==> src/lsu_pkg.sv <==
package lsu_pkg;

  // Core data path and address width
  localparam int XLEN = 32;

  // One enable bit per byte lane
  localparam int MASK_W = XLEN / 8;

  localparam int OP_W    = 3;  // Opcode field width
  localparam int STATE_W = 2;  // Controller state width

  // Load and store operations presented by the pipeline
  typedef enum logic [OP_W-1:0] {
    LSU_LB  = 3'd0,
    LSU_LH  = 3'd1,
    LSU_LW  = 3'd2,
    LSU_LBU = 3'd3,
    LSU_LHU = 3'd4,
    LSU_SB  = 3'd5,
    LSU_SH  = 3'd6,
    LSU_SW  = 3'd7
  } lsu_op_e;

  // Controller sequence
  typedef enum logic [STATE_W-1:0] {
    ST_IDLE   = 2'd0,  // Waiting for a request
    ST_ACCESS = 2'd1,  // Strobes presented to memory
    ST_WAIT   = 2'd2,  // Memory wait cycles
    ST_DONE   = 2'd3   // Result returned
  } lsu_state_e;

endpackage

==> src/store_format.sv <==
`timescale 1ns/1ps

module store_format (
  input  lsu_pkg::lsu_op_e           op,
  input  logic [lsu_pkg::XLEN-1:0]   addr,
  input  logic [lsu_pkg::XLEN-1:0]   wdata,
  output logic [lsu_pkg::MASK_W-1:0] st_mask,
  output logic [lsu_pkg::XLEN-1:0]   st_data,
  output logic                       misaligned
);
  import lsu_pkg::*;

  logic              is_half;
  logic              is_word;
  logic              is_store;
  logic [MASK_W-1:0] lane_mask;

  assign is_half  = op inside {LSU_LH, LSU_LHU, LSU_SH};
  assign is_word  = op inside {LSU_LW, LSU_SW};
  assign is_store = op inside {LSU_SB, LSU_SH, LSU_SW};

  assign misaligned = (is_half && addr[0]) || (is_word && (addr[1:0] != 2'b00));

  always_comb begin
    if (is_word) begin
      lane_mask = '1;
      st_data   = wdata;
    end else if (is_half) begin
      lane_mask = MASK_W'(4'b0011) << addr[1:0];
      st_data   = {2{wdata[15:0]}};  // Halfword in both halves
    end else begin
      lane_mask = MASK_W'(4'b0001) << addr[1:0];
      st_data   = {4{wdata[7:0]}};   // Byte in every lane
    end
  end

  // No lanes enabled for loads
  assign st_mask = is_store ? lane_mask : '0;

endmodule

==> config.mk <==
export PLATFORM = sky130hd
export DESIGN_NAME = store_format
export DESIGN_NICKNAME = d
export VERILOG_FILES = /design/src/lsu_pkg.sv /design/src/store_format.sv
export SDC_FILE = /design/constraint.sdc
export NUM_CORES = 1
export LEC_CHECK = 0
export ABC_AREA = 1
export BUFFER_PORTS_ARGS = -buffer_cell sky130_fd_sc_hd__buf_4
export CAP_MARGIN = 10
export CORE_MARGIN = 3
export CORE_UTILIZATION = 28
export DETAILED_ROUTE_END_ITERATION = 12
export PLACE_DENSITY = 0.84
export SYNTH_ARGS = -nofsm -noshare
export SYNTH_HDL_FRONTEND = slang
export SYNTH_SLANG_ARGS = --single-unit
==> constraint.sdc <==
create_clock -name vclk -period 1.1
set_input_delay 0.165 -clock vclk [all_inputs]
set_output_delay 0.165 -clock vclk [all_outputs]
set_load 0.05 [all_outputs]
==> results of run 1 <==
cell usage after synthesis:
cell and count:
nand2_1 45, inv_1 19, nand3_1 16, o21ai_1 13
buf_4 9, a21oi_1 5, o21ai_0 5, buf_6 3
nand2_2 3, inv_2 2, nand3_4 1, nand4_1 1
nor2_1 1
cells by family after synthesis:
group,Yosys count,synth area share (%)
AOI/OAI and AO/OA,23,19.49
buffers and inverters,33,30.51
and+or+nand+nor,67,50.00
stage by stage:
stage	area (µm²)	hold WS, ns	utilization, %
floorplan	867.1	0.4971	-
global placement	1559	0.5955	83.91
detailed placement	1559	0.5956	83.91
==> results.tsv, run 1 <==
stage	metric	value	unit
status	status	aborted with a tool error	
status	stopping stage	4_1_cts	
status	Halt Reason	[ERROR DPL-0038] Utilization greater than 100%, impossible to legalize	
synth	Synth area leader	nand2_1	
floorplanning	initial core utilization	31.78	%
floorplanning	row count	15	
synth	sequential share of the synthesized area	0	%
placed_design	DP Wirelength	2405	µm
synth	Post-Syn Instances	123	
floorplanning	die span in y	51.93	µm
synth	syn avg cell area	4.801	µm²
clock_network	post-cts gate resize count	105	
floorplanning	IO Count	104	
placed_design	cell count after placement	232	
synth	Netlist cell types	13	
clock_network	cts hold-fix bufs	0	
placed_design	DP Worst Slack	-0.3126	ns
clock_network	postcts setup bufs	1	
placed_design	RePlAce Congestion	0.7014	
synth	Synth area leaders	nand2_1, nand3_1, inv_1, buf_4, o21ai_1	
floorplanning	chip width	51.93	µm
synth	Yosys warning total	0	
placed_design	Port Buffer Count	74	
synth	Post-Syn Area	590.6	µm²
synth	Synth top area share	28.60	%
synth	Syn Nets	190	
==> inputs of run 2 (changes only) <==
Settings changed: CORE_AREA set to 3 3 64 66, CORE_MARGIN 3 to not set, CORE_UTILIZATION 28 to not set, DIE_AREA set to 0 0 67 69, PLACE_DENSITY 0.84 to not set, PLACE_DENSITY_LB_ADDON set to 0.15.
==> run 2 against run 1 <==
Area after synthesis unchanged. Synthesized cell count unchanged. The flow now finishes, with violations (setup timing).
==> results.tsv, run 2 <==
stage	metric	value	unit
drt	initial DRC count	23	
global_route	initial antenna violation count	0	
synth	Yosys warning total	0	
power_and_ir_drop	Cell Pwr Density	818.4	nW/µm²
timing	max-slew violations	0	
floorplanning	chip width	67	µm
layout	nets@finish	280	
timing	Fmax achieved	0.7710	GHz
timing	Tcrit/Tclk final	117.9	%
synth	Synth Area in Compound Gates	19.49	%
synth	sequential share of the synthesized area	0	%
hold_path	type of the worst min-delay path	input port to output pin	
floorplanning	IO Count	104	
power_and_ir_drop	VDD IR max	0.2880	mV
synth	most common cell in the netlist	nand2_1	
timing	setup TNS	-4.517	ns
timing	RSZ-0062 raised after global routing	true	
drt	WL/cell	12.44	µm
layout	fin area	1986	µm²
synth	Netlist cell types	13	
synth	syn avg cell area	4.801	µm²
timing	Final Hold Fails	0	
synth	area share of and/or/nand/nor cells after synthesis	50.00	%
global_route	all-layer global routing usage	13.35	%
synth	Post-Syn Instances	123	
timing	final setup margin	-0.1971	ns
layout	most frequent cells in the layout	buf_4, nand2_1, buf_6, inv_1, o21ai_4	
timing	Final setup viols	29	
synth	mux cell area share after synthesis	0	%
drt	vias per cell	4.309	
placed_design	Port Buffer Count	74	
timing	post-route minimum period	1.297	ns
power_and_ir_drop	Tot Pwr	1.625	mW
clock_network	cts hold-fix bufs	0	
layout	FF+latch count	0	
timing	Relative slew margins	78.98	%
layout	CLK BUF	0	
synth	top post-synthesis cells by count	nand2_1, inv_1, nand3_1	
setup_path	crit path kind	input port to output pin	
synth	Synth top area share	28.60	%
layout	Layout fillers	349	
layout	commonest non-fill, non-tap cell in the layout	buf_4	
synth	adder-cell share of the synthesized area	0	%
global_route	largest net degree at the start of global routing	10	
drt	detailed-route DRC error count	0	
layout	antenna cells	0	
floorplanning	die span in y	69	µm
layout	proportion of layout cells with a drive suffix above 1	72.51	%
synth	Synth area leaders	nand2_1, nand3_1, inv_1, buf_4, o21ai_1	
floorplanning	row count	22	
synth	Syn Nets	190	
power_and_ir_drop	Leak	0.9784	nW
global_route	Overflow after GRT	0	
drt	final WL	3223	µm
layout	Area Growth Syn to Fin	236.2	%
placed_design	DP Worst Slack	-0.2793	ns
status	failing checks	setup timing	
drt	DR pass1 iterations	4	
floorplanning	Die ar.	4623	µm²
placed_design	RePlAce Congestion	0.6758	
setup_path	Worst Setup Start Kind	input port	
drt	post-route ant nets	0	
timing	Worst Max-Slew Pin Slew	0.3141	ns
job	Max Cap Violations	0	
setup_path	worst path required time	0.94	ns
placed_design	DP Wirelength	2335	µm
synth	main combinational cell family by area after synthesis	simple AND/OR/NAND/NOR gates	
global_route	first-pass GRT wire length	5099	µm
setup_path	critical path arrival	1.13	ns
floorplanning	area of the core	3633	µm²
setup_path	Crit. Startpoint	op[0]	
layout	Reg area	0	µm²
global_route	vias in the first global route	1115	
setup_path	Critical Path Sink	st_data[9]	
floorplanning	initial core utilization	16.25	%
drt	Via Count	1116	
synth	Synth area leader	nand2_1	
synth	XOR/XNOR share of the synthesized area	0	%
placed_design	Area after DPL	1588	µm²
setup_path	critical path endpoint category	output pin	
status	status	complete, but fails checks	
setup_path	crit-path max FO	8	
synth	Post-Syn Area	590.6	µm²
## run 2: area by class of cell
class | count | area (µm²) | area share (%)
timing repair buffer | 99 | 996.0 | 50.16
multi-input combinational | 91 | 824.5 | 41.52
inverter | 21 | 105.1 | 5.293
tap | 48 | 60.06 | 3.025
## run 2: logic make-up (layout without fill, tap and decap cells)
logic type             after synthesis  after routing
buffers and inverters               33            120
AOI/OAI and AO/OA                   23             23
and+or+nand+nor                     67             68
## run 2: where the power goes
| group | internal, mW | switching [mW] | total, mW |
|---|---|---|---|
| clock | 0 | 0 | 0 |
| combinational | 0.670 | 0.955 | 1.63 |
| sequential | 0 | 0 | 0 |
| total | 0.670 | 0.955 | 1.63 |
## run 2: worst min-delay path by stage
stage,to,slack (ns),cells past startpoint,start
5_1_grt,st_data[7],0.60,2,wdata[7]
2_1_floorplan,st_data[0],0.50,1,wdata[0]
3_5_place_dp,st_data[2],0.60,2,wdata[2]
4_1_cts,st_data[2],0.60,2,wdata[2]
6_report,st_data[2],0.59,2,wdata[2]
3_3_place_gp,st_data[4],0.60,2,wdata[4]
## run 2: through the flow
step | hold slack [ns] | cells | utilization [%]
floorplan | 0.4971 | 123 | -
global placement | 0.5962 | 255 | 43.70
detailed placement | 0.5959 | 255 | 43.70
CTS | 0.5961 | 259 | 54.13
global route | 0.6027 | 259 | 54.65
finish | 0.5945 | 259 | 54.65
## run 2: what timing repair did
action,4_1_cts,5_1_grt
buffers inserted,1,1
gates resized for setup,70,10
hold endpoints to repair,0,0
pin swaps,11,3
setup endpoints to repair,29,29
cloned,3,0
## run 2: per-layer routing
| metal | track usage (%) | wire, µm |
|---|---|---|
| met1 | 14.84 | 1165 |
| met2 | 27.40 | 1829 |
| met3 | 0.9772 | 228 |
| met4 | 0.4505 | 0 |
| met5 | 0 | 0 |
## run 2: critical path: stages
cell     delay [ns]
buf_12         0.12
inv_16         0.05
nand2_4        0.05
nand2_4        0.08
nand2_8        0.08
buf_12         0.15
buf_12         0.13
o21ai_4        0.12
buf_6          0.17
Note: power is estimated with default switching activity, not from simulation.
