==> src/lsu_pkg.sv <==
package lsu_pkg;

  // Core data path and address width
  localparam int XLEN = 32;

  // One enable bit per byte lane
  localparam int MASK_W = XLEN / 8;

  localparam int OP_W    = 3;  // Opcode field width
  localparam int STATE_W = 2;  // Controller state width

  // Load and store operations presented by the pipeline
  typedef enum logic [OP_W-1:0] {
    LSU_LB  = 3'd0,
    LSU_LH  = 3'd1,
    LSU_LW  = 3'd2,
    LSU_LBU = 3'd3,
    LSU_LHU = 3'd4,
    LSU_SB  = 3'd5,
    LSU_SH  = 3'd6,
    LSU_SW  = 3'd7
  } lsu_op_e;

  // Controller sequence
  typedef enum logic [STATE_W-1:0] {
    ST_IDLE   = 2'd0,  // Waiting for a request
    ST_ACCESS = 2'd1,  // Strobes presented to memory
    ST_WAIT   = 2'd2,  // Memory wait cycles
    ST_DONE   = 2'd3   // Result returned
  } lsu_state_e;

endpackage

==> src/load_format.sv <==
`timescale 1ns/1ps

module load_format (
  input  logic                     clk,
  input  logic                     rst_n,
  input  logic                     load_en,
  input  lsu_pkg::lsu_op_e         op,
  input  logic [1:0]               byte_off,
  input  logic [lsu_pkg::XLEN-1:0] data_rd,
  output logic [lsu_pkg::XLEN-1:0] rdata
);
  import lsu_pkg::*;

  logic [XLEN-1:0] lane_word;
  logic [7:0]      ld_byte;
  logic [15:0]     ld_half;
  logic [XLEN-1:0] ext;
  logic [XLEN-1:0] rdata_q;

  // Addressed byte moved down to lane 0
  assign lane_word = data_rd >> {byte_off, 3'b000};
  assign ld_byte   = lane_word[7:0];
  assign ld_half   = lane_word[15:0];

  always_comb begin
    case (op)
      LSU_LB:  ext = {{(XLEN-8){ld_byte[7]}}, ld_byte};
      LSU_LH:  ext = {{(XLEN-16){ld_half[15]}}, ld_half};
      LSU_LBU: ext = {{(XLEN-8){1'b0}}, ld_byte};
      LSU_LHU: ext = {{(XLEN-16){1'b0}}, ld_half};
      default: ext = data_rd;  // LW
    endcase
  end

  always_ff @(posedge clk) begin
    if (rst_n) begin
      rdata_q <= '0;
    end else if (load_en) begin
      rdata_q <= ext;  // Held until the next load
    end
  end

  assign rdata = rdata_q;

endmodule

==> config.mk <==
export PLATFORM = sky130hd
export DESIGN_NAME = load_format
export DESIGN_NICKNAME = d
export VERILOG_FILES = /design/src/lsu_pkg.sv /design/src/load_format.sv
export SDC_FILE = /design/constraint.sdc
export NUM_CORES = 1
export LEC_CHECK = 0
export BUFFER_PORTS_ARGS = -buffer_cell sky130_fd_sc_hd__buf_2
export CAP_MARGIN = 25
export CORE_ASPECT_RATIO = 1.4
export CORE_MARGIN = 5
export CORE_UTILIZATION = 45
export CTS_BUF_LIST = sky130_fd_sc_hd__clkbuf_16
export DETAILED_ROUTE_END_ITERATION = 7
export HOLD_SLACK_MARGIN = 0.1
export PLACE_DENSITY = 0.75
export SLEW_MARGIN = 30
export SYNTH_ARGS = -nofsm -noshare
export SYNTH_HDL_FRONTEND = slang
export SYNTH_SLANG_ARGS = --single-unit
==> constraint.sdc <==
create_clock -name clk -period 1.4 [get_ports clk]
set_input_delay 0.14 -clock clk [delete_from_list [all_inputs] [get_ports clk]]
set_output_delay 0.14 -clock clk [all_outputs]
set_load 0.03 [all_outputs]
# Word level (Yosys, flattened, before mapping)
# Cells that the tools add are included.
[totals] in_bits=40 elab_cells=7 regBits=32
[classes] n_eq_ne=3 reduce_logical=1 muxes=1 n_shift=1
[op_table] op="case mux 32 bit (4 select lines)" count=1
[op_table] op=">> shifter 32 x 5 -> 16 bit" count=1
[op_table] op="equality test 3 x 1 -> 1 bit, second input constant" count=1
[op_table] op="equality test 3 x 2 -> 1 bit, second input constant" count=1
[op_table] op="equality test 3 bit, second input constant" count=1
[op_table] op="zero test 3 bit" count=1

# Longest topological paths before layout
[depth] word_depth=2 depth_mapped=6 depth_no_buf=4

# Worst setup path after synthesis
# OpenSTA, ideal clock, no wires.
[synth_timing] path_type="input to register" from="input byte_off[0]" to="register rdata_q[30] (netlist: rdata[30])" required_ns=1.266 setup_ns=0.134 t_arrival_ns=1.321 setup_slack_ns=-0.055 path_stages=5 path_cell_list="mux4_2 > or2_4 > a41oi_4 > buf_6 > a211oi_1"
[synth_via] elab_chain_cells=2
[synth_rtl] element="start: declaration" line_no="load_format.sv:8" text="input logic [1:0] byte_off,"
[synth_rtl] element=">> shifter 32 x 5 -> 16 bit" line_no="load_format.sv:21" text="assign lane_word = data_rd >> {byte_off, 3'b000};"
[synth_rtl] element="case mux 32 bit (4 select lines)" line_no="load_format.sv:26" text="case (op)"
[synth_rtl] element="end signal: assignment" line_no="load_format.sv:39" text="rdata_q <= ext;"
[synth_rtl] element="end: declaration" line_no="load_format.sv:18" text="logic [XLEN-1:0] rdata_q;"
# No other way between the ends.
# A chain may end at the register's enable or synchronous reset.

# Worst setup path after layout
[layout_timing] from="input byte_off[0]" to="register rdata_q[29] (netlist: rdata[29])"
# Same word-level chain as after synthesis.

==> results.tsv <==
stage	metric	value	unit
outcome	result of the run	completed	
clocking	setup repair bufs after CTS	0	
global_routing	antenna violations before repair	0	
die	Die H	88.0	um
yosys	post-synthesis sequential element count	32	
detailed_routing	Residual DRC	0	
critical_path	setup slack on the worst flop-to-flop path	0.70	ns
yosys	portion of synthesized cell area occupied by the leading cell type	32.8	%
yosys	Most used DFF post-synth	dfxtp_1	
critical_path	startpoint of the most critical register-to-register path	rdata[11]$_SDFFE_PP0P_	
sta	final critical-path required period	1.27	ns
flow_run	max_cap viols	0	
power	total power per unit cell area	1120	nW/um^2
clocking	clock tree from TritonCTS	built	
detailed_routing	number of vias in the routed layout	2208	
sta	final max-slew violation count	0	
yosys	average instance area after synthesis	7.76	um^2
critical_path	category of the worst setup path capture point	register	
die	floorplan die width	65.7	um
detailed_routing	vias per cell	5.81	
critical_path	class of the most critical setup path	in -> reg	
sta	Achievable Freq	0.789	GHz
global_routing	number of global-route vias before repair	2185	
critical_path	worst endpoint required time	1.54	ns
place	number of placed instances, taps included	372	
die	starting utilization of the core area	46.5	%
critical_path	CP top delay family	multiplexers	
die	Boundary Pins	72	
yosys	most frequent cells after synthesis	36 x nor2_1, 32 x dfxtp_1, 27 x nand2_1	
global_routing	maximum number of pins on one net before global-route repair	42	
power	worst vdd ir	703	uV
yosys	area leader, netlist	dfxtp_1	
min_path	Hold Path Origin	data_rd[30]	
yosys	number of different library cells in the post-synthesis netlist	40	
cells_and_area	final design utilization	63.7	%
cells_and_area	Fillers	371	
clocking	CTS clk-pin slew, worst paths	0.05	ns
clocking	post-CTS sizing	0	
critical_path	arrival time at the worst endpoint	1.41	ns
detailed_routing	drt first pass iters	4	
yosys	synthesized area	1950	um^2
critical_path	CP max stage cell	mux4_2	
cells_and_area	final-stage net count	374	
sta	Final Hold Violating Endpoints	0	
power	leakage	1.21	nW
cells_and_area	layout overhead on the synthesized area	36.9	%
detailed_routing	antenna-violating nets left	0	
yosys	number of warnings printed during yosys synthesis	0	
place	number of I/O port buffers	71	
critical_path	Critical Path Start Type	input port	
clocking	Skew-Pair Late Insertion Delay	0.27	ns
min_path	Worst Hold Class	in -> reg	
sta	final hold slack	0.141	ns
yosys	nets in the synthesized netlist	292	
yosys	top area cells in the synthesized netlist	dfxtp_1 33%, a211oi_1 7.7%, nor2_1 6.9%, nand2_1 5.2%, mux2i_1 5.1%	
clocking	CTS Hold Bufs	0	
clocking	number of buffers created by CTS	5	
global_routing	global-route wire length before repair	10000	um
sta	Slew Limit Headroom	73.0	%
critical_path	worst stage delay on the critical path	0.50	ns
place	HPWL after detailed placement	4510	um
sta	actual transition at the worst max-transition pin	0.404	ns
die	number of rows created at floorplan	28	
cells_and_area	flip-flop count of the largest register after layout	32	
sta	worst clock skew	0	ns
yosys	most instantiated library cell after synthesis	nor2_1	
cells_and_area	fraction of layout instances using a drive strength above 1	33.7	%
critical_path	critical-path cell list	buf_2, mux4_2, or2_4, a41oi_4, buf_12, a211oi_1	
cells_and_area	final antenna diode count	0	
global_routing	Overflow after GRT	0	
yosys	number of enable flip-flop cells after synthesis	0	
clocking	H-tree level count	2	
yosys	Mapped Cells	252	
clocking	maximum clock path buffer count	2	
detailed_routing	final routed wire length divided by cell count	15.8	um
detailed_routing	Detailed Route WL	6020	um
global_routing	overall track demand over capacity in global routing	22.0	%
sta	final number of setup-violating endpoints	0	
die	core area	4200	um^2
die	die outline area	5780	um^2
clocking	clock root cell	clkbuf_16	
yosys	proportion of synthesized flip-flops having asynchronous set or reset	0	%
sta	setup repair after global routing missed its margin	false	
place	Placer Congestion	0.916	
sta	Tcrit/Tclk final	90.5	%
detailed_routing	DR iter-0 viols	166	
critical_path	count of buffering cells on the critical path with inverters included	2	
yosys	sequential fraction of the synthesis area	32.8	%
cells_and_area	fin cells	380	
critical_path	crit path launch	byte_off[0]	
clocking	number of sinks handled by clock tree synthesis	32	
critical_path	largest fanout of any net on the critical path	16	
logic make-up (layout without fill, tap and decap cells):
kind of cell	Yosys count	after routing	synth area share [%]
AND/OR/NAND/NOR	103	103	24.6
AO/OA/AOI/OAI	78	78	29.6
flip-flops	32	32	32.8
buffers and inverters	27	110	6.27
multiplexers	11	11	6.27
XOR/XNOR	1	1	0.448
final cells by class:
class / instances / area [um^2] / share of cell area [%]
Multi-Input combinational cell: 193 / 1200 / 44.9
Sequential cell: 32 / 641 / 23.9
Timing Repair Buffer: 99 / 603 / 22.5
Clock buffer: 5 / 125 / 4.68
Tap cell: 45 / 56.3 / 2.10
Clock inverter: 3 / 37.5 / 1.40
Inverter: 3 / 11.3 / 0.421
path summary, 6_finish.rpt:
check	endpoint	depth (start not counted)
setup / recovery	rdata[29]$_SDFFE_PP0P_	6
hold / removal	rdata[30]$_SDFFE_PP0P_	3
setup reg to reg	rdata[11]$_SDFFE_PP0P_	2
hold reg to reg	rdata[6]$_SDFFE_PP0P_	2
metrics by stage:
| stage | TNS [ns] | total power [mW] | worst slack (ns) | area [um^2] |
|---|---|---|---|---|
| 6_report | 0 | 3.00 | 0.133 | 2680 |
| 5_1_grt | 0 | 3.16 | 0.0700 | 2680 |
| 3_3_place_gp | -3.36 | 1.81 | -0.190 | 2510 |
| 4_1_cts | 0 | 3.02 | 0.0442 | 2670 |
| 3_5_place_dp | -3.71 | 1.82 | -0.223 | 2510 |
| 2_1_floorplan | -0.547 | 1.52 | -0.0547 | 1960 |
tightest hold or removal path, cell delays in order:
cell and delay, ns:
buf_2 0.12, nand2_1 0.05, a211oi_1 0.06
cells in the final DEF, fill, tap and decap left out, types with 4 or more instances in the layout:
| master | instances |
|---|---|
| a211oi_1 | 20 |
| a21oi_1 | 15 |
| a221oi_1 | 5 |
| buf_2 | 71 |
| buf_4 | 25 |
| clkbuf_16 | 5 |
| dfxtp_1 | 32 |
| mux2i_1 | 9 |
| nand2_1 | 27 |
| nand2b_1 | 7 |
| nand3_1 | 8 |
| nor2_1 | 36 |
| nor2b_1 | 7 |
| nor3_1 | 7 |
| o211ai_1 | 6 |
| o21bai_1 | 4 |
| o22ai_1 | 7 |
| o2bb2ai_1 | 4 |
| o32ai_1 | 6 |
layer usage:
metal / GRT usage (%) / vias to the layer above / share of wire (%)
met5: 0 / - / 0
met4: 7.92 / 0 / 2.4
met3: 4.11 / 13 / 6.5
met2: 37.5 / 79 / 51
met1: 27.3 / 1024 / 40
li1: - / 1092 / -
report_power, final:
| part | total, mW | internal, mW | switching, mW |
|---|---|---|---|
| Clock | 1.20 | 0.825 | 0.372 |
| Combinational | 0.783 | 0.312 | 0.471 |
| Sequential | 1.02 | 0.986 | 0.0343 |
(Power assumes the default switching activity.)
