`src/lsu_pkg.sv`:
```
package lsu_pkg;

  // Core data path and address width
  localparam int XLEN = 32;

  // One enable bit per byte lane
  localparam int MASK_W = XLEN / 8;

  localparam int OP_W    = 3;  // Opcode field width
  localparam int STATE_W = 2;  // Controller state width

  // Load and store operations presented by the pipeline
  typedef enum logic [OP_W-1:0] {
    LSU_LB  = 3'd0,
    LSU_LH  = 3'd1,
    LSU_LW  = 3'd2,
    LSU_LBU = 3'd3,
    LSU_LHU = 3'd4,
    LSU_SB  = 3'd5,
    LSU_SH  = 3'd6,
    LSU_SW  = 3'd7
  } lsu_op_e;

  // Controller sequence
  typedef enum logic [STATE_W-1:0] {
    ST_IDLE   = 2'd0,  // Waiting for a request
    ST_ACCESS = 2'd1,  // Strobes presented to memory
    ST_WAIT   = 2'd2,  // Memory wait cycles
    ST_DONE   = 2'd3   // Result returned
  } lsu_state_e;

endpackage

```
`src/dmem_if.sv`:
```
`timescale 1ns/1ps

interface dmem_if;
  import lsu_pkg::*;

  logic              cs;       // Chip select, active low
  logic              wr;       // Write strobe, active low
  logic [MASK_W-1:0] mask;     // Byte lane enables
  logic [XLEN-1:0]   addr;     // Byte address
  logic [XLEN-1:0]   data_wr;  // Store data, already lane aligned
  logic [XLEN-1:0]   data_rd;  // Read word

  // Requesting side
  modport ctrl (
    output cs, wr, mask, addr, data_wr,
    input  data_rd
  );

  // Memory side
  modport mem (
    input  cs, wr, mask, addr, data_wr,
    output data_rd
  );

endinterface

```
`src/lsu_ctrl.sv`:
```
`timescale 1ns/1ps

module lsu_ctrl #(
  parameter int WAIT_CYCLES = 2
) (
  input  logic                       clk,
  input  logic                       rst_n,
  input  logic                       req,
  input  lsu_pkg::lsu_op_e           op,
  input  logic [lsu_pkg::XLEN-1:0]   addr,
  input  logic [lsu_pkg::XLEN-1:0]   wdata,
  input  logic [lsu_pkg::MASK_W-1:0] st_mask,
  input  logic [lsu_pkg::XLEN-1:0]   st_data,
  input  logic                       misaligned,
  input  logic                       expired,
  output logic                       timer_start,
  output logic                       load_en,
  output lsu_pkg::lsu_op_e           op_q,
  output logic [lsu_pkg::XLEN-1:0]   addr_q,
  output logic [lsu_pkg::XLEN-1:0]   wdata_q,
  output logic                       busy,
  output logic                       done,
  output logic                       err,
  dmem_if.ctrl                       mem
);
  import lsu_pkg::*;

  lsu_state_e state_q;
  lsu_state_e state_d;
  logic       accept;
  logic       is_store;
  logic       err_q;

  assign busy     = (state_q != ST_IDLE);
  assign accept   = req && !busy;  // New requests only when idle
  assign is_store = op_q inside {LSU_SB, LSU_SH, LSU_SW};

  always_comb begin
    state_d = state_q;
    case (state_q)
      ST_IDLE:   if (accept) state_d = ST_ACCESS;
      ST_ACCESS: state_d = misaligned ? ST_DONE : ST_WAIT;
      ST_WAIT:   if (expired) state_d = ST_DONE;
      ST_DONE:   state_d = ST_IDLE;
      default:   state_d = ST_IDLE;
    endcase
  end

  always_ff @(posedge clk) begin
    if (rst_n) begin
      state_q <= ST_IDLE;
      err_q   <= 1'b0;
    end else begin
      state_q <= state_d;
      err_q   <= (state_q == ST_ACCESS) && misaligned;  // Only seen in ST_DONE
    end
  end

  // Request held for the whole access
  always_ff @(posedge clk) begin
    if (accept) begin
      op_q    <= op;
      addr_q  <= addr;
      wdata_q <= wdata;
    end
  end

  assign timer_start = (state_q == ST_ACCESS) && !misaligned;
  // Capture while the read word is still driven, lands as ST_DONE begins
  assign load_en     = (state_q == ST_WAIT) && expired && !is_store;
  assign done        = (state_q == ST_DONE);
  assign err         = err_q;

  // Misaligned requests never reach the memory
  assign mem.cs      = !(((state_q == ST_ACCESS) && !misaligned) || (state_q == ST_WAIT));
  assign mem.wr      = !((state_q == ST_ACCESS) && !misaligned && is_store);
  assign mem.mask    = st_mask;
  assign mem.addr    = addr_q;
  assign mem.data_wr = st_data;

  a_done_single: assert property (@(posedge clk) disable iff (rst_n)
    done |=> !done);

  a_cs_window: assert property (@(posedge clk) disable iff (rst_n)
    !mem.cs |-> (state_q inside {ST_ACCESS, ST_WAIT}));

  // Timer and FSM together fix the aligned latency
  a_wait_span: assert property (@(posedge clk) disable iff (rst_n)
    timer_start |-> ##(WAIT_CYCLES + 2) done);

endmodule

```
`src/flat_wrapper.sv`:
```
// flat-port wrapper written by rule: the top's interface ports become plain ports
module lsu_ctrl_flat import lsu_pkg::*;
#(
  parameter int WAIT_CYCLES = 2
)
  (clk, rst_n, req, op, addr, wdata, st_mask, st_data, misaligned, expired, timer_start, load_en, op_q, addr_q, wdata_q, busy, done, err, mem_cs, mem_wr, mem_mask, mem_addr, mem_data_wr, mem_data_rd);
  dmem_if mem_i ();
  input  logic clk;
  input  logic rst_n;
  input  logic req;
  input  lsu_pkg::lsu_op_e op;
  input  logic [lsu_pkg::XLEN-1:0] addr;
  input  logic [lsu_pkg::XLEN-1:0] wdata;
  input  logic [lsu_pkg::MASK_W-1:0] st_mask;
  input  logic [lsu_pkg::XLEN-1:0] st_data;
  input  logic misaligned;
  input  logic expired;
  output logic timer_start;
  output logic load_en;
  output lsu_pkg::lsu_op_e op_q;
  output logic [lsu_pkg::XLEN-1:0] addr_q;
  output logic [lsu_pkg::XLEN-1:0] wdata_q;
  output logic busy;
  output logic done;
  output logic err;
  output wire logic [$bits(mem_i.cs)-1:0] mem_cs;
  output wire logic [$bits(mem_i.wr)-1:0] mem_wr;
  output wire logic [$bits(mem_i.mask)-1:0] mem_mask;
  output wire logic [$bits(mem_i.addr)-1:0] mem_addr;
  output wire logic [$bits(mem_i.data_wr)-1:0] mem_data_wr;
  input wire logic [$bits(mem_i.data_rd)-1:0] mem_data_rd;
  assign mem_cs = mem_i.cs;
  assign mem_wr = mem_i.wr;
  assign mem_mask = mem_i.mask;
  assign mem_addr = mem_i.addr;
  assign mem_data_wr = mem_i.data_wr;
  assign mem_i.data_rd = mem_data_rd;
  lsu_ctrl #(.WAIT_CYCLES(WAIT_CYCLES)) u_core (.clk(clk), .rst_n(rst_n), .req(req), .op(op), .addr(addr), .wdata(wdata), .st_mask(st_mask), .st_data(st_data), .misaligned(misaligned), .expired(expired), .timer_start(timer_start), .load_en(load_en), .op_q(op_q), .addr_q(addr_q), .wdata_q(wdata_q), .busy(busy), .done(done), .err(err), .mem(mem_i));
endmodule
```
`config.mk`:
```
export PLATFORM = sky130hd
export DESIGN_NAME = lsu_ctrl_flat
export DESIGN_NICKNAME = d
export VERILOG_FILES = /design/src/lsu_pkg.sv /design/src/dmem_if.sv /design/src/lsu_ctrl.sv /design/src/flat_wrapper.sv
export SDC_FILE = /design/constraint.sdc
export NUM_CORES = 1
export LEC_CHECK = 0
export BUFFER_PORTS_ARGS = -buffer_cell sky130_fd_sc_hd__buf_2
export CAP_MARGIN = 20
export CORE_AREA = 5 5 105 107
export DETAILED_ROUTE_END_ITERATION = 10
export DIE_AREA = 0 0 110 112
export GPL_TIMING_DRIVEN = 1
export PLACE_DENSITY_LB_ADDON = 0.05
export SYNTH_ARGS = -nofsm -noshare
export SYNTH_HDL_FRONTEND = slang
export SYNTH_SLANG_ARGS = --single-unit
```
`constraint.sdc`:
```
create_clock -name clk -period 7 [get_ports clk]
set_input_delay 1.05 -clock clk [delete_from_list [all_inputs] [get_ports clk]]
set_output_delay 1.05 -clock clk [all_outputs]
set_load 0.03 [all_outputs]
```
# After elaboration in Yosys (flattened, before gate mapping)
# Index checks and enable logic that the tools add are counted.
# word_totals
regBits	70
latchBits	0
ramBits	0
romBits	0
in_bits	140
out_inout_bits	142
wordCells	33
memories	0
# op_classes
addsub	0
n_mul	0
div	0
order_cmp	0
eq_ne	8
shifts	0
n_mux	4
bitwise	0
n_reduce_logical	16
# ops
cell	n
$eq 3x3->1 const B	3
$pmux 2 s4	1
$logic_and 1x1->1	6
$logic_not 1->1	5
$eq 2x2->1 const B	2
$mux 2	2
$reduce_bool 3->1	1
$eq 2x1->1 const B	1
$logic_not 2->1	1
$ne 2x1->1 const B	1
$ne 2x2->1 const B	1
$reduce_and 2->1	1
$reduce_bool 2->1	1
$logic_or 1x1->1	1
$mux 1	1

# Logic depth before layout (Yosys ltp)
# Gate-level depths: netlist of run 1.
# logic_depth
word_depth	5
ltp_mapped	5
depth_no_buf	5

# Worst setup path before layout of run 1
# OpenSTA, ideal clock, no wires.
# synth_timing
path_type	input -> register
startpoint	in req
endpoint	reg u_core.addr_q[0] in the netlist's numbering (enable)
setup_time_ns	0.432
t_arrival_ns	2.623
required_time_ns	6.568
path_slack_ns	3.944
stages	1
path_buffers	0
cell_sequence	and2_1
# synth_between
elab_chain_len	1
# synth_rtl
element	line	source
from (decl)	flat_wrapper.sv:10	input logic req;
$logic_and 1x1->1	lsu_ctrl.sv:35	assign accept = req && !busy;
to (signal assigned)	lsu_ctrl.sv:63	addr_q <= addr;
to (decl)	lsu_ctrl.sv:19	output logic [lsu_pkg::XLEN-1:0] addr_q,
# Every way passes these cells.
# A chain may end at the register's enable or synchronous reset.

# Final worst setup path of run 1
# layout_timing
startpoint	in misaligned
endpoint	out mem_wr
# layout_between
elab_chain_len	4
# layout_rtl
element	line	source
from (decl)	flat_wrapper.sv:16	input logic misaligned;
$logic_not 1->1	lsu_ctrl.sv:76	assign mem.wr = !((state_q == ST_ACCESS) && !misaligned && is_store);
$logic_and 1x1->1 (2 in series)	lsu_ctrl.sv:76	
$logic_not 1->1	lsu_ctrl.sv:76	
to (decl)	flat_wrapper.sv:27	output wire logic [$bits(mem_i.wr)-1:0] mem_wr;
# Every way passes these cells.

==> results of run 1 <==
==> sequential cells by signal, summed over array words and instances, names as in the netlist <==
name	count
u_core.addr_q	32
u_core.state_q	2
u_core.op_q	3
u_core.wdata_q	32
u_core.err	1
==> final timing paths <==
check,startpoint,end,cells past startpoint
hold / removal,u_core.state_q[0],u_core.state_q[0],2
setup reg to reg,u_core.state_q[0],u_core.addr_q[16],4
hold reg to reg,u_core.state_q[0],u_core.state_q[0],2
setup / recovery,misaligned,mem_wr,4
==> power groups by stage <==
stage               Combinational (mW)  Sequential [mW]  Clock (mW)
detailed placement               0.562            0.633           0
floorplan                        0.285            0.819           0
global route                     0.584            0.636       0.364
global placement                 0.568            0.632           0
finish                           0.549            0.623       0.326
CTS                              0.561            0.626       0.344
==> stage by stage <==
| stage | cells | setup WS (ns) | total power [mW] | utilization, % |
|---|---|---|---|---|
| CTS | 425 | 4.31 | 1.53 | 35.0 |
| global placement | 409 | 4.25 | 1.20 | 33.0 |
| floorplan | 163 | 3.94 | 1.10 | - |
| detailed placement | 409 | 4.27 | 1.20 | 33.0 |
| finish | 425 | 4.32 | 1.50 | 35.0 |
| global route | 425 | 4.25 | 1.58 | 35.0 |
==> logic make-up after synthesis <==
logic type | Yosys count | share of synthesized area, %
and+or+nand+nor | 11 | 2.31
AOI/OAI and AO/OA | 6 | 1.45
buffers and inverters | 71 | 18.9
adders and majority gates | 5 | 2.27
DFF | 70 | 75.1
==> tightest hold or removal path, stage by stage (launching register included) <==
cell and delay [ns]:
dfxtp_1 0.35, a31oi_1 0.15, a311oi_1 0.05
==> cell usage after synthesis <==
library cell  number  share of area [%]
nor2_1             2               0.27
buf_4             68                 18
a21o_1             1               0.27
edfxtp_1          67                 73
dfxtp_1            3                2.2
nand2b_2           1               0.32
a31oi_1            1               0.23
nand2_1            1               0.14
ha_1               5                2.3
nor3b_1            1               0.27
inv_1              3               0.41
o211ai_1           1               0.27
a21oi_1            1               0.18
and3_1             1               0.23
and2_1             1               0.23
or2_0              1               0.23
o21ai_0            1               0.18
a311oi_1           1               0.32
nor2b_1            1               0.23
nand3_1            1               0.18
nand2b_1           1               0.23
==> metal layers <==
layer | vias to the layer above | global-route usage [%]
met1 | 736 | 8.49
met3 | 32 | 7.65
met2 | 116 | 17.2
met5 | - | 0
li1 | 746 | -
met4 | 2 | 6.57
==> layout make-up <==
class	count	area, um2	area share [%]
Inverter	3	11.3	0.321
Timing Repair Buffer	178	893	25.4
Tap cell	136	170	4.85
Clock inverter	7	73.8	2.10
Clock buffer	9	124	3.53
Multi-Input combinational cell	22	168	4.77
Sequential cell	70	2070	59.0
==> metrics, run 1 <==
critical-path maximum fanout 3; Flop pwr share a little over two fifths; TritonCTS clock tree done; clock skew 0.00863 ns; Cells after Synth 163; met2 WL post-DR ~3.2 mm; CTS buffer count 9; Mapped Nets 308; Hold Path Class reg2reg; CP Launch Type primary input; Max stage delay cell, worst path buf_2; Avg WL per Cell 15.3 um; antenna-violating nets left 0; Worst Setup Path Type in2out; power density over cell area 427 nW/um2; DIE AREA 12300 um2; post-cts repair resize count 0; # fillers 1015; via/cell ratio 3.84; H-Tree Depth 3; most frequent CP cell buf_2; RSZ-0062 raised after global routing no; CP Capture Type output port; routed length on met1 1.89 mm; Max clock buf depth 2; minimum clock period 2.68 ns; final setup violating endpoints 0; placed inst area ~3300 um2; maximum vdd drop 0.172 mV; Tcrit/Tclk final 38.3%; R2R Setup Slk 4.79 ns; CTS clk-pin slew, worst paths 0.08 ns; met3 wire len 1.10 mm; Least-Margin Pin Slew 0.602 ns; cell row count 37; cell area after layout 3510 um2; io pins approximately 280; Core Box Area 10000 um2; Crit path largest cell delay 0.19 ns; leak pwr 1.55 nW; initial antenna violation count 1; Ant. Diodes 0; Avg Inst Size Synth 16.9 um2; fraction of layout cells with a size suffix above 1 roughly two thirds; net switching power 0.615 mW; die height 112 um; Syn. warnings 0; maximum achievable frequency approximately 370 MHz; DR vias ~1.6k; Worst EP arrival 1.63 ns; final wirelength 6.51 mm; top routing layer in use met5; #FFs+latches synth 70; Max Transition Viols Final 0; largest net degree at the start of global routing 44; worst path bufs/invs 2; Area Growth Syn to Fin 27.2%; final hold vios 0; Horiz. Die Dim 110 um; All-Layer GR Usage 10.4%; Seq/Total Area, Yosys 75.1%; synth unique cells 21; clock tree root driver cell clkbuf_8; Cell Area, Synth 2760 um2; DRC 0; global-route wire length before repair 9.20 mm; DRT iter0 DRCs 42; Top Family by Delay on Critical Path buffers and inverters; Critical Path RT 5.95 ns; Slew headroom 59.9%; Sw Share 41.0%; Initial Util 27.5%; Setup TNS Final 0 ns; Max-cap violations 0; vias in the first global route 1712; status complete, no violations; Detail Placement HPWL 5.04 mm; GPL Wtd Cong 0.642; Overflow after GRT 0; combinational share of power 36.6%; Internal 0.883 mW; fin nets 429; WHS 0.594 ns; First-pass DRT Iterations 4; clk sinks 70; Clk pwr share a little over a fifth; Critical Path, Cell by Cell buf_2 -> nor2b_1 -> o211ai_1 -> buf_2; # hold bufs at CTS 0; most common cell after layout, fill and taps aside buf_2; Clk Latency, worst-skew pair 0.34 ns; most frequent cells in the layout buf_2, edfxtp_1, clkbuf_8; Post CTS Setup Buffer Count 0; I/O Buffers 177
(Power assumes the default switching activity.)
==> run 2: changes to the inputs <==
clock period = 2.3 ns   (was 7 ns; I/O delays follow)
==> run 2 against run 1 <==
Critical path depth grew 1. Global-route usage increased by 0.17 points. Sequential cell count is the same. Largest cell class unchanged. Cell count rose by 0.24%. Largest power group unchanged. Register-to-register slack worse by 4.1 ns. Non-clock buffer count grew 1. Final area shrank 0.53%. Sequential share of layout area up 0.32 points. Routed wire length up 2.8%. Clock skew rose by 0.0066 ns.
==> metrics, run 2 (synthesis gave the netlist of run 1 again) <==
Critical Path RT 1.96 ns (-3.99 ns); final hold vios 0 (unchanged); Regs by FF count u_core.addr_q x32, u_core.wdata_q x32, u_core.op_q x3; DRC 0 (unchanged); RSZ-0062 raised after global routing no; critical-path maximum fanout 4 (+1); Sw Share 42.1% (+1.1 points); Horiz. Die Dim 110 um (unchanged); Clk pwr share 19.9% (-1.9 points); routed length on met1 2.07 mm (+9.5%); met2 WL post-DR 3.09 mm (-3.7%); status complete, no violations; fin nets 430 (+0.23%); Placed Cells 410 (+0.24%); DR vias 1620 (-0.74%); cell row count 37 (unchanged); Initial Util 27.5% (unchanged); final wirelength 6.69 mm (+2.8%); Overflow after GRT 0 (unchanged); cell area after layout 3490 um2 (-0.53%); post-cts repair resize count 0 (unchanged); Post CTS Setup Buffer Count 0 (unchanged); global-route wire length before repair 9.26 mm (+0.60%); leak pwr 1.54 nW (-0.46%); most frequent cells in the layout buf_2, edfxtp_1, clkbuf_8; Worst EP arrival 1.50 ns (-0.13 ns); net switching power 1.88 mW (+210%); vias in the first global route 1678 (-2.0%); initial antenna violation count 0 (-1); antenna-violating nets left 0 (unchanged); Least-Margin Pin Slew 0.447 ns (-0.155 ns); Tcrit/Tclk final 80.3%; CTS clk-pin slew, worst paths 0.08 ns (about the same); post-place setup slack 0.665 ns (-3.60 ns); H-Tree Depth 3 (unchanged); Core Box Area 10000 um2 (unchanged); minimum clock period between 1.5 and 2 ns; io pins 282 (unchanged); DRT iter0 DRCs 43 (+2.4%); GPL Wtd Cong 0.674 (+5.0%); TritonCTS clock tree done; CP Launch Type register; combinational share of power 37.7% (+1.1 points); clock tree root driver cell clkbuf_8; # hold bufs at CTS 0 (unchanged); Detail Placement HPWL 5.28 mm (+4.7%); Ant. Diodes 0 (unchanged); First-pass DRT Iterations 4 (unchanged); I/O Buffers 177 (unchanged); maximum achievable frequency 542 MHz; via/cell ratio 3.80 (-0.97%); top routing layer in use met4; fraction of layout cells with a size suffix above 1 67.6% (-0.23 points); largest net degree at the start of global routing 35 (-20%); All-Layer GR Usage 10.5% (+0.17 points); fin util 34.8% (-0.19 points); Area Growth Syn to Fin 26.6%; Max clock buf depth 2 (unchanged); Slew headroom 70.2% (+10 points); WHS 0.172 ns (-0.422 ns); met3 wire len 1.11 mm (+0.36%); # fillers 1023 (+0.79%); final setup violating endpoints 0 (unchanged); final setup margin 0.453 ns (-3.87 ns); Max Transition Viols Final 0 (unchanged); Avg WL per Cell 15.7 um (+2.6%); DIE AREA 12300 um2 (unchanged); Flop pwr share 42.4% (+0.8 points); Final Non-Filler Cells 426 (+0.24%); die height 112 um (unchanged); most common cell after layout, fill and taps aside buf_2; Pwr Total 4.46 mW (+200%); maximum vdd drop 0.416 mV (+140%); placed inst area 3320 um2 (+0.23%); Max-cap violations 0 (unchanged); clock skew 0.0152 ns (+0.00659 ns); Internal 2.58 mW (+190%); Clk Latency, worst-skew pair 0.34 ns (about the same); power density over cell area 1280 nW/um2 (+200%); clk sinks 70 (unchanged); CTS buffer count 9 (unchanged); Hold Path Class in2reg; Worst Setup Path Type reg2out; CP Capture Type output port; Setup TNS Final 0 ns (unchanged)
==> run 2: changes by cell type in the layout (fill, tap and decap cells not counted), sizes merged <==
cell / change
buf: +1
bufinv: -1
inv: +1
==> run 2: layout make-up <==
| cell class | instances | area [um2] | share of cell area (%) |
|---|---|---|---|
| Timing Repair Buffer | 179 | 901 | 25.8 |
| Clock buffer | 9 | 124 | 3.55 |
| Multi-Input combinational cell | 22 | 168 | 4.80 |
| Clock inverter | 7 | 47.5 | 1.36 |
| Tap cell | 136 | 170 | 4.87 |
| Sequential cell | 70 | 2070 | 59.3 |
| Inverter | 3 | 11.3 | 0.322 |
==> run 2: metal layers <==
metal	vias up	global-route usage, %
met5	-	0
met4	0	7.56
met3	38	7.65
met2	115	16.3
met1	714	9.39
li1	753	-
==> run 2: worst paths after layout <==
path                startpoint                 end  slack, ns  depth (start not counted)
max          u_core.state_q[1]              mem_wr       0.45                          5
max reg2reg  u_core.state_q[0]  u_core.wdata_q[27]       0.69                          4
min                   wdata[1]   u_core.wdata_q[1]       0.17                          1
min reg2reg  u_core.state_q[0]   u_core.state_q[0]       0.60                          2
==> run 2: critical path, stage by stage, from the launching register on <==
cell,delay (ns)
dfxtp_1,0.34
inv_1,0.13
ha_1,0.19
nor2b_1,0.22
o211ai_1,0.11
buf_2,0.19
==> run 2: power groups by stage <==
| stage | Clock [mW] | Sequential [mW] | Combinational, mW |
|---|---|---|---|
| after floorplan | 0 | 2.48 | 0.870 |
| after global placement | 0 | 1.92 | 1.74 |
| after detailed placement | 0 | 1.93 | 1.72 |
| after CTS | 0.937 | 1.90 | 1.72 |
| after global routing | 1.00 | 1.93 | 1.79 |
| final | 0.886 | 1.89 | 1.68 |
